===== src/mlp_settings.svh =====
`ifndef MLP_SETTINGS_SVH
`define MLP_SETTINGS_SVH

// network shape.
`define MLP_FEATURES 10
`define MLP_HIDDEN 10
`define MLP_OUTPUTS 4

// cycles from a neuron input change to its output.
`define MLP_NODE_LATENCY 3

// accumulator bit where the 8-bit output field starts.
`define MLP_FRAC_SHIFT 6

// word widths.
`define MLP_ACT_WIDTH 8
`define MLP_BIAS_WIDTH 16
`define MLP_ACC_WIDTH 23

// largest positive activation.
`define MLP_ACT_MAX 127

`endif

===== src/mlpPkg.sv =====
`default_nettype none
`include "mlp_settings.svh"

package mlpPkg;

	typedef logic signed [`MLP_ACT_WIDTH-1:0] activation;
	typedef logic signed [`MLP_ACT_WIDTH-1:0] weight;
	typedef logic signed [`MLP_BIAS_WIDTH-1:0] bias;
	typedef logic signed [`MLP_ACC_WIDTH-1:0] accumulator;

	typedef struct packed {
		activation [0:`MLP_FEATURES-1] act; // also carries the hidden layer outputs.
	} featureVector;

	typedef struct packed {
		activation [0:`MLP_OUTPUTS-1] act;
	} scoreVector;

	typedef weight [0:`MLP_FEATURES-1] weightRow; // fan-in of one neuron.

	typedef enum logic [2:0] {
		sIdle,
		sWaitReqLow,
		sCompute,
		sOffer,
		sWaitAckLow
	} controlState;

	localparam int hiddenIndex = 0;
	localparam int outputIndex = 1;

	localparam weightRow hiddenWeights [`MLP_HIDDEN] = '{
		'{8'sd22, -8'sd31, -8'sd17, 8'sd31, 8'sd10,
			8'sd14, -8'sd9, 8'sd7, -8'sd14, -8'sd31},
		'{-8'sd5, 8'sd18, 8'sd27, -8'sd12, 8'sd3,
			-8'sd25, 8'sd9, 8'sd30, -8'sd7, 8'sd16},
		'{8'sd11, 8'sd4, -8'sd20, -8'sd29, 8'sd24,
			8'sd6, -8'sd13, 8'sd19, 8'sd28, -8'sd2},
		'{-8'sd18, 8'sd25, 8'sd8, 8'sd13, -8'sd30,
			8'sd21, 8'sd2, -8'sd11, 8'sd5, 8'sd26},
		'{8'sd29, -8'sd6, 8'sd15, -8'sd23, -8'sd1,
			8'sd12, 8'sd27, -8'sd19, 8'sd20, -8'sd8},
		'{-8'sd27, -8'sd14, 8'sd31, 8'sd6, 8'sd17,
			-8'sd3, -8'sd22, 8'sd10, 8'sd13, 8'sd24},
		'{8'sd3, 8'sd20, -8'sd9, 8'sd18, -8'sd26,
			8'sd30, -8'sd15, -8'sd4, 8'sd23, 8'sd7},
		'{8'sd16, -8'sd28, 8'sd12, -8'sd2, 8'sd21,
			-8'sd17, 8'sd25, 8'sd29, -8'sd10, -8'sd19},
		'{-8'sd12, 8'sd9, -8'sd24, 8'sd27, 8'sd14,
			8'sd8, -8'sd30, 8'sd1, 8'sd18, -8'sd21},
		'{8'sd7, 8'sd23, 8'sd5, -8'sd16, -8'sd11,
			8'sd28, 8'sd19, -8'sd27, -8'sd6, 8'sd15}
	};

	localparam bias hiddenBiases [`MLP_HIDDEN] = '{
		-16'sd512, 16'sd384, 16'sd1024, -16'sd256, 16'sd768,
		16'sd0, 16'sd2048, -16'sd1024, 16'sd640, 16'sd128
	};

	localparam weightRow outputWeights [`MLP_OUTPUTS] = '{
		'{8'sd19, -8'sd8, 8'sd14, 8'sd25, -8'sd21,
			8'sd6, 8'sd11, -8'sd16, 8'sd30, -8'sd4},
		'{-8'sd13, 8'sd27, -8'sd5, 8'sd9, 8'sd17,
			-8'sd24, 8'sd3, 8'sd22, -8'sd18, 8'sd12},
		'{8'sd24, 8'sd2, -8'sd29, -8'sd7, 8'sd13,
			8'sd20, -8'sd12, 8'sd8, 8'sd15, -8'sd26},
		'{-8'sd9, -8'sd17, 8'sd21, 8'sd11, -8'sd3,
			8'sd28, 8'sd16, -8'sd22, -8'sd14, 8'sd31}
	};

	localparam bias outputBiases [`MLP_OUTPUTS] = '{
		16'sd256, -16'sd384, 16'sd512, -16'sd128
	};

endpackage

`default_nettype wire


===== src/handshakeControl.sv =====
`timescale 1ns/1ps
`default_nettype none
`include "mlp_settings.svh"

module handshakeControl
	import mlpPkg::*;
(
	input logic clk,
	input logic reset,
	input logic inReq,
	output logic inAck,
	input featureVector features,
	output featureVector captured,
	input scoreVector layerScores,
	output logic outReq,
	input logic outAck,
	output scoreVector scores
);

	localparam int computeCycles = 2 * `MLP_NODE_LATENCY;
	localparam int countBits = $clog2(computeCycles + 1);
	localparam logic [countBits-1:0] countStart = countBits'(computeCycles);

	controlState state;
	logic [countBits-1:0] count;
	logic layersDone;

	assign layersDone = (state == sCompute) && (count == '0);

	always_ff @(posedge clk)
	begin
		if (reset)
		begin
			state <= sIdle;
			inAck <= 1'b0;
			outReq <= 1'b0;
			count <= '0;
			captured <= '0;
		end
		else
		begin
			if (count != '0)
				count <= count - 1'b1; // runs while the input side finishes.

			case (state)
				sIdle:
				begin
					if (inReq)
					begin
						captured <= features; // capture edge.
						inAck <= 1'b1;
						count <= countStart;
						state <= sWaitReqLow;
					end
				end
				sWaitReqLow:
				begin
					if (!inReq)
					begin
						inAck <= 1'b0;
						state <= sCompute;
					end
				end
				sCompute:
				begin
					if (layersDone)
					begin
						outReq <= 1'b1;
						state <= sOffer;
					end
				end
				sOffer:
				begin
					if (outAck)
					begin
						outReq <= 1'b0;
						state <= sWaitAckLow;
					end
				end
				sWaitAckLow:
				begin
					if (!outAck)
						state <= sIdle;
				end
				default:
					state <= sIdle;
			endcase
		end
	end

	// result register, held until the next count ends.
	always_ff @(posedge clk)
	begin
		if (layersDone)
			scores <= layerScores;
	end

endmodule

`default_nettype wire


===== config.mk =====
export PLATFORM = sky130hd
export DESIGN_NAME = handshakeControl
export DESIGN_NICKNAME = d
export VERILOG_FILES = /design/src/mlpPkg.sv /design/src/handshakeControl.sv
export VERILOG_INCLUDE_DIRS = /design/src
export SDC_FILE = /design/constraint.sdc
export NUM_CORES = 1
export LEC_CHECK = 0
export BUFFER_PORTS_ARGS = -buffer_cell sky130_fd_sc_hd__buf_2
export CAP_MARGIN = 40
export CORE_MARGIN = 8
export CORE_UTILIZATION = 41
export CTS_BUF_LIST = sky130_fd_sc_hd__clkbuf_4
export CTS_CLUSTER_DIAMETER = 60
export DETAILED_ROUTE_END_ITERATION = 12
export PLACE_DENSITY = 0.86
export SYNTH_ARGS = -nofsm -noshare
export SYNTH_HDL_FRONTEND = slang
export SYNTH_SLANG_ARGS = --single-unit

===== constraint.sdc =====
create_clock -name clk -period 1.9 [get_ports clk]
set_input_delay 0 -clock clk [delete_from_list [all_inputs] [get_ports clk]]
set_output_delay 0 -clock clk [all_outputs]
set_load 0.01 [all_outputs]

==> results of run 1 <==
[final timing paths]
| path | from | slack (ns) | cells past startpoint | endpoint |
|---|---|---|---|---|
| max | count[0] | 0.06 | 6 | state[0] |
| min | layerScores[6] | 0.19 | 2 | scores[6] |
| max reg2reg | count[0] | 0.06 | 6 | state[0] |
| min reg2reg | captured[69] | 0.46 | 2 | captured[69] |
[what timing repair did]
action | 4_1_cts | 5_1_grt
resized for setup | 0 | 3
endpoints found under the hold margin | 119 | 0
hold buffers | 116 | 0
setup endpoints to repair | 0 | 1
[sequential cells by signal, summed over array words and instances, names as in the netlist]
signal / cells
captured: 80
count: 3
inAck: 1
outReq: 1
scores: 32
state: 3
[cell type report]
cell class	count	area (um2)
inverter	6	22.5
clock buffer	18	135
timing repair buffer	352	2400
multi-input combinational	268	1230
sequential	120	2720
fill	637	2970
tap	133	166
antenna	4	10.0
clock inverter	14	170
[cell families after synthesis]
group,share of synthesized area [%]
muxes,0.271
buffers and inverters,5.33
adders and majority gates,0.904
and+or+nand+nor,16.4
AOI/OAI and AO/OA,11.4
DFF,65.5
xor gates and xnor gates,0.211
[metal layers]
metal	track usage, %	wire [um]
met2	45.3	8860
met3	10.3	2070
met1	23.9	5930
met5	0	0
met4	16.6	982
[worst reg2reg max path: stages (launching register included)]
cell and delay, ns:
dfxtp_1 0.35, inv_1 0.06, ha_1 0.21, ha_1 0.25
o21ai_1 0.17, a211oi_2 0.10, dlygate4sd3_1 0.60
[report_power, final]
group / internal [mW] / total, mW / leakage, nW / switching, mW
sequential: 2.77 / 2.86 / 1.01 / 0.0850
clock: 0.939 / 1.96 / 0.158 / 1.02
combinational: 0.467 / 0.977 / 1.95 / 0.511
[per-stage QoR]
stage	instances	hold WS, ns
final	915	0.192
after detailed placement	763	0.178
after global placement	763	0.177
after floorplan	424	0.0989
after CTS	911	0.172
after global routing	913	0.155
[cell usage in the layout, fill, tap and decap left out, drive strengths merged, types with 4 or more instances in the layout]
master	n
edfxtp	32
inv	11
nand2	160
clkbuf	18
nor2	4
a21oi	84
buf	236
dlygate4sd3	116
dfxtp	88
diode	4
==> flow_summary.json, run 1 <==
{
  "synth_cells": 424,
  "synth.distinct_cells": 27,
  "path_buf_inv": 2,
  "p_total_mw": 5.80,
  "netlist_top_cells_count": "160 x nand2_1, 88 x dfxtp_1, 82 x a21oi_1",
  "place_hpwl_um": 9580,
  "cts_tree": "done",
  "cts_buffer_depth": 2,
  "grt_usage_pct": 25.5,
  "period_minus_slack_ns": 1.84,
  "ir_drop_uv": 455,
  "port_buffers": 229,
  "clockRootBuffer": "clkbuf_4",
  "area_growth_pct": 64.9,
  "yosysWarningCount": 0,
  "die_w_um": 117,
  "rsz0062_at_grt": "no",
  "synth_top_area_cell": "dfxtp_1",
  "skew_ns": 0.0323,
  "routed_wl_um": 17800,
  "startpoint_type": "flop",
  "die-area_um2": 13600,
  "status": "completed",
  "worstMarginPinSlew_ns": 0.540,
  "crit_top_cell": "ha_1",
  "drt_pass1_iterations": 5,
  "ys_async_sr_fraction_pct": 0,
  "path_class": "reg2reg",
  "final_util_pct": 69.8,
  "grt_pass1_wl_um": 26300,
  "fp.dieH_um": 117,
  "grt_pass1_vias": 4944,
  "clk_latency_ns": 0.51,
  "place_area_um2": 5370,
  "setup_slack_ns": 0.0561,
  "vias_per_cell": 5.12,
  "yosysSeqAreaShare_pct": 65.5,
  "fin_nets": 884,
  "postRouteAntennaNets": 0,
  "syn-num-nets": 543,
  "slew_viol_final": 0,
  "finalHoldViolCount": 0,
  "yosysMostFrequentCell": "nand2_1",
  "cts_sinks": 120,
  "synth_edf_count": 32,
  "coreArea_um2": 9820,
  "cp.required_ns": 2.28,
  "cts_setup_buffers": 0,
  "synth_ff_type": "dfxtp_1",
  "cpPeakStageDelay_ns": 0.60,
  "numCtsBuffers": 17,
  "antenna_found_initial": 2,
  "rows": 36,
  "hp-class": "in2reg",
  "syn-cell-area_um2": 4150,
  "grt_overflow": 0,
  "gp_congestion": 0.842,
  "path_cells": "inv_1 > ha_1 > ha_1 > o21ai_1 > a211oi_2 > dlygate4sd3_1",
  "setup-tns-final_ns": 0,
  "start_util_pct": 42.3,
  "vias": 4685,
  "maxCapViolations": 0,
  "end_kind": "flop",
  "h-tree-depth": 4,
  "io_pins": 230,
  "synth_top_area_share_pct": 42.4,
  "grt_max_degree": 55,
  "pre_cts_slack_ns": 0.249,
  "cp_slowest_cell": "dlygate4sd3_1",
  "drc_errors": 0,
  "avgSynthCellArea_um2": 9.80,
  "power.leakage_nw": 3.12,
  "relSlewSlack_pct": 64.0,
  "cts.clk_slew.worst_paths_ns": 0.14,
  "synthTopCellsByArea": "dfxtp_1 42%, edfxtp_1 23%, nand2_1 14%, a21oi_1 9.9%, buf_6 2.7%",
  "timing.fmax_mhz": 542,
  "crit_fanout": 4,
  "crit_family": "buffers and inverters",
  "pwr_density_cell_nw_per_um2": 846,
  "layout-drive-gt1-share_pct": 35.5,
  "postLayoutCellArea_um2": 6850,
  "setup_viol": 0,
  "drtIter0Drc": 417,
  "post-route-period-util_pct": 97.0,
  "wl_per_cell_um": 19.5,
  "ys_ff_latch": 120,
  "crit_arrival_ns": 2.22
}
Power figures use the tool's default switching activity.
==> run 2: changes to the inputs <==
--- a/config.mk
+++ b/config.mk
@@ -13,7 +13,7 @@
 export CTS_BUF_LIST = sky130_fd_sc_hd__clkbuf_4
 export CTS_CLUSTER_DIAMETER = 60
 export DETAILED_ROUTE_END_ITERATION = 12
-export PLACE_DENSITY = 0.86
+export PLACE_DENSITY_LB_ADDON = 0.12
 export SYNTH_ARGS = -nofsm -noshare
 export SYNTH_HDL_FRONTEND = slang
 export SYNTH_SLANG_ARGS = --single-unit
==> flow_summary.json, run 2 (same netlist as run 1, synthesis figures left out) <==
{
  "path_cells": "a21boi_0 > o21ai_1 > a211oi_1 > dlygate4sd3_1",
  "die-area_um2": 13600,
  "drc_errors": 0,
  "area_growth_pct": 65.0,
  "drt_pass1_iterations": 4,
  "cts_buffer_depth": 2,
  "path_class": "reg2reg",
  "skew_ns": 0.0131,
  "status": "completed",
  "clockRootBuffer": "clkbuf_4",
  "coreArea_um2": 9820,
  "pwr_density_cell_nw_per_um2": 821,
  "startpoint_type": "flop",
  "cp.required_ns": 2.33,
  "crit_arrival_ns": 2.16,
  "rows": 36,
  "grt_pass1_vias": 4304,
  "numCtsBuffers": 17,
  "period_minus_slack_ns": 1.72,
  "final_util_pct": 69.8,
  "clk_latency_ns": 0.50,
  "io_pins": 230,
  "finalHoldViolCount": 0,
  "timing.fmax_mhz": 580,
  "port_buffers": 229,
  "setup_viol": 0,
  "rsz0062_at_grt": "no",
  "gp_congestion": 0.722,
  "power.leakage_nw": 3.14,
  "grt_overflow": 0,
  "cts_setup_buffers": 0,
  "ir_drop_uv": 421,
  "relSlewSlack_pct": 65.2,
  "hp-class": "in2reg",
  "grt_max_degree": 60,
  "largestRegisters": "captured: 80 flops, scores: 32 flops",
  "antenna_found_initial": 0,
  "slew_viol_final": 0,
  "post-route-period-util_pct": 90.7,
  "wl_per_cell_um": 15.2,
  "drtIter0Drc": 301,
  "die_w_um": 117,
  "final_common_cell": "buf_2",
  "fin_nets": 888,
  "final_cell_mix": "229 x buf_2, 160 x nand2_1, 117 x dlygate4sd3_1, 88 x dfxtp_1, 82 x a21oi_1",
  "cp_slowest_cell": "dlygate4sd3_1",
  "cts_sinks": 120,
  "worstMarginPinSlew_ns": 0.523,
  "grt_pass1_wl_um": 21200,
  "layout-drive-gt1-share_pct": 35.4,
  "cts_tree": "done",
  "vias": 4226,
  "nFillCells": 746,
  "crit_family": "compound AO/OA/AOI/OAI gates",
  "largest_reg_flops": 80,
  "start_util_pct": 42.3,
  "h-tree-depth": 4,
  "cpPeakStageDelay_ns": 0.57,
  "crit_fanout": 9,
  "vias_per_cell": 4.61,
  "path_buf_inv": 1,
  "fp.dieH_um": 117,
  "routed_wl_um": 13900,
  "largest_register": "captured",
  "end_kind": "flop",
  "postRouteAntennaNets": 0,
  "setup-tns-final_ns": 0,
  "cts.clk_slew.worst_paths_ns": 0.11,
  "place_hpwl_um": 8420,
  "grt_usage_pct": 20.1,
  "maxCapViolations": 0
}
==> run 2: changes by cell type in the layout (fill, tap and decap cells not counted), moves of 2 or more <==
cell / before / now
diode_2: 4 / 2
inv_6: 5 / 0
clkinv_2: 2 / 5
clkinvlp_4: 3 / 1
clkbuf_4: 18 / 21
buf_4: 4 / 7
==> run 2: layer usage <==
layer	global-route usage, %	routed length [um]	share of wire (%)	vias up
met1	20.2	5200	37	1959
li1	-	-	-	2087
met4	7.51	148	1.1	0
met3	8.43	1370	9.9	13
met2	36.3	7210	52	167
met5	0	0	0	-
==> run 2: worst reg2reg max path: cells and delay by family (launching register included) <==
| kind | cells | cell delay (ns) |
|---|---|---|
| AOI/OAI and AO/OA | 3 | 0.62 |
| DFF | 1 | 0.47 |
| buffers and inverters | 1 | 0.57 |
==> run 2: area by class of cell <==
type                       instances  area, um2  area share, %
antenna                            2       5.00         0.0730
clock buffer                      21        158           2.30
clock inverter                    11        130           1.90
inverter                           6       22.5          0.329
multi-input combinational        268       1220           17.8
sequential                       120       2720           39.7
tap                              133        166           2.43
timing repair buffer             356       2430           35.5
==> run 2: timing repair <==
action / 4_1_cts / 5_1_grt
hold endpoints to repair: 118 / 0
resized for setup: 0 / 2
hold buffers: 117 / 0
setup endpoints to repair: 0 / 1
==> run 2: power breakdown <==
| group | leakage, nW | switching, mW | internal [mW] |
|---|---|---|---|
| registers | 1.01 | 0.0673 | 2.77 |
| logic | 1.97 | 0.459 | 0.469 |
| clock network | 0.162 | 0.905 | 0.952 |
==> run 2: worst paths after layout <==
kind	start	to	slack (ns)	cells past startpoint
setup / recovery	state[1]	state[0]	0.18	4
hold / removal	layerScores[30]	scores[30]	0.21	2
setup reg to reg	state[1]	state[0]	0.18	4
hold reg to reg	captured[76]	captured[76]	0.45	2
==> run 2: through the flow <==
| stage | area (um2) | std cells | power, mW | setup WS [ns] | hold slack, ns |
|---|---|---|---|---|---|
| floorplan | 4160 | 424 | 3.31 | 0.270 | 0.0989 |
| global placement | 5390 | 766 | 3.60 | 0.271 | 0.177 |
| detailed placement | 5390 | 766 | 3.62 | 0.232 | 0.178 |
| CTS | 6850 | 915 | 5.65 | 0.0948 | 0.161 |
| global route | 6850 | 915 | 5.92 | 0.0368 | 0.153 |
| finish | 6850 | 917 | 5.63 | 0.177 | 0.209 |
==> run 3: changes to the inputs <==
--- a/config.mk
+++ b/config.mk
@@ -6,14 +6,14 @@
 export SDC_FILE = /design/constraint.sdc
 export NUM_CORES = 1
 export LEC_CHECK = 0
-export BUFFER_PORTS_ARGS = -buffer_cell sky130_fd_sc_hd__buf_2
+export BUFFER_PORTS_ARGS = -buffer_cell sky130_fd_sc_hd__buf_4
 export CAP_MARGIN = 40
 export CORE_MARGIN = 8
 export CORE_UTILIZATION = 41
 export CTS_BUF_LIST = sky130_fd_sc_hd__clkbuf_4
 export CTS_CLUSTER_DIAMETER = 60
 export DETAILED_ROUTE_END_ITERATION = 12
-export PLACE_DENSITY_LB_ADDON = 0.12
+export PLACE_DENSITY = 0.78
 export SYNTH_ARGS = -nofsm -noshare
 export SYNTH_HDL_FRONTEND = slang
 export SYNTH_SLANG_ARGS = --single-unit
==> flow_summary.json, run 3 (same netlist as run 1, synthesis figures left out) <==
{
  "period_minus_slack_ns": 1.69,
  "maxCapViolations": 0,
  "wl_per_cell_um": 17.5,
  "port_buffers": 229,
  "cp.required_ns": 2.23,
  "r2r-start": "state[0]",
  "setup-tns-final_ns": 0,
  "fp.dieH_um": 117,
  "rr_endpoint": "captured[61]",
  "die_w_um": 117,
  "startpoint_type": "flop",
  "final_common_cell": "buf_4",
  "drt_pass1_iterations": 4,
  "final_cell_mix": "232 x buf_4, 160 x nand2_1, 115 x dlygate4sd3_1, 88 x dfxtp_1, 82 x a21oi_1",
  "rsz0062_at_grt": "no",
  "antenna_found_initial": 1,
  "layout-drive-gt1-share_pct": 34.7,
  "cts_sinks": 120,
  "setup_viol": 0,
  "grt_usage_pct": 23.0,
  "numCtsBuffers": 17,
  "skew_ns": 0.0215,
  "drc_errors": 0,
  "ff_latch_area_um2": 2720,
  "status": "completed",
  "ir_drop_uv": 412,
  "area_growth_pct": 77.0,
  "grt_pass1_wl_um": 23800,
  "grt_max_degree": 55,
  "hp-class": "in2reg",
  "h-tree-depth": 4,
  "post-route-period-util_pct": 88.8,
  "drtIter0Drc": 247,
  "die-area_um2": 13600,
  "reg2reg_depth": 4,
  "r2r_setup_slack_ns": 0.21,
  "start_util_pct": 42.3,
  "largestRegisters": "captured: 80 flops, scores: 32 flops",
  "gp_congestion": 0.796,
  "cts_tree": "done",
  "clk_latency_ns": 0.48,
  "grt_overflow": 0,
  "path_buf_inv": 1,
  "fin_nets": 882,
  "crit_arrival_ns": 2.02,
  "io_pins": 230,
  "coreArea_um2": 9820,
  "cpPeakStageDelay_ns": 0.71,
  "vias_per_cell": 4.75,
  "routed_wl_um": 16000,
  "crit_fanout": 36,
  "clockRootBuffer": "clkbuf_4",
  "path_class": "reg2reg",
  "cts_setup_buffers": 0,
  "path_cells": "or4b_4 > buf_12 > nand2_1 > a21oi_1",
  "slew_viol_final": 0,
  "final_util_pct": 74.9,
  "pwr_density_cell_nw_per_um2": 763,
  "relSlewSlack_pct": 64.6,
  "largest_register": "captured",
  "holdPathEnd": "scores[31]",
  "largest_reg_flops": 80,
  "vias": 4331,
  "finalHoldViolCount": 0,
  "multi_input_area_um2": 1220,
  "p_total_mw": 5.61,
  "rows": 36,
  "postRouteAntennaNets": 0,
  "crit_family": "simple AND/OR/NAND/NOR gates",
  "min_from": "layerScores[31]",
  "grt_pass1_vias": 4600,
  "cts_buffer_depth": 2,
  "timing.fmax_mhz": 592,
  "place_hpwl_um": 9400,
  "cp_slowest_cell": "or4b_4",
  "hold-path-cell-count": 2,
  "cts.clk_slew.worst_paths_ns": 0.11,
  "power.leakage_nw": 3.22,
  "end_kind": "flop",
  "nFillCells": 597,
  "worstMarginPinSlew_ns": 0.530
}
## run 3: worst max-delay path by stage
stage	endpoint	startpoint	slack, ns	cells after the start
after floorplan	scores[0]	count[0]	0.27	4
after global placement	scores[3]	count[0]	0.13	4
after detailed placement	scores[26]	count[0]	0.09	4
after CTS	scores[1]	count[0]	0.07	4
after global routing	scores[15]	count[0]	0.15	4
final	captured[61]	state[0]	0.21	4
## run 3: area by class of cell
type	count	area share (%)
inverters	6	0.306
clock inverters	12	1.53
multi-input cells	268	16.7
flip-flops and latches	120	37.0
repair buffers	350	40.2
well taps	133	2.26
clock buffers	19	1.94
diodes	3	0.102
## run 3: power by group
group          total (mW)  leakage [nW]  internal (mW)  switching [mW]
Combinational        1.09          2.08          0.599           0.492
Sequential           2.86          1.01           2.77          0.0850
Clock                1.66         0.134          0.779           0.883
Total                5.61          3.22           4.15            1.46
## run 3: through the flow
stage | cell area (um2) | hold slack, ns | setup slack [ns] | instances
3_5_place_dp | 5930 | 0.180 | 0.0900 | 762
5_1_grt | 7350 | 0.176 | 0.145 | 909
6_report | 7350 | 0.236 | 0.212 | 911
4_1_cts | 7340 | 0.166 | 0.0731 | 908
2_1_floorplan | 4160 | 0.0989 | 0.270 | 424
3_3_place_gp | 5930 | 0.179 | 0.132 | 762
## run 3: worst register-to-register path, delay by kind of cell (launching register included)
| family | cells | cell delay [ns] |
|---|---|---|
| compound gates | 1 | 0.09 |
| buf+inv | 1 | 0.24 |
| simple gates | 2 | 0.82 |
| flops | 1 | 0.41 |
## run 3: what timing repair did
item,CTS,global route
hold endpoints to repair,119,0
hold buffers,115,0
gates resized for setup,0,1
setup endpoints to repair,0,33
## run 3: routing by layer
layer  share of wire, %  global-route usage [%]  vias to the layer above
met5                  0                       0                        -
li1                   -                       -                     2070
met1                 35                    22.6                     1991
met2                 51                    39.4                      224
met3                 11                    9.93                       46
met4                3.7                    14.0                        0
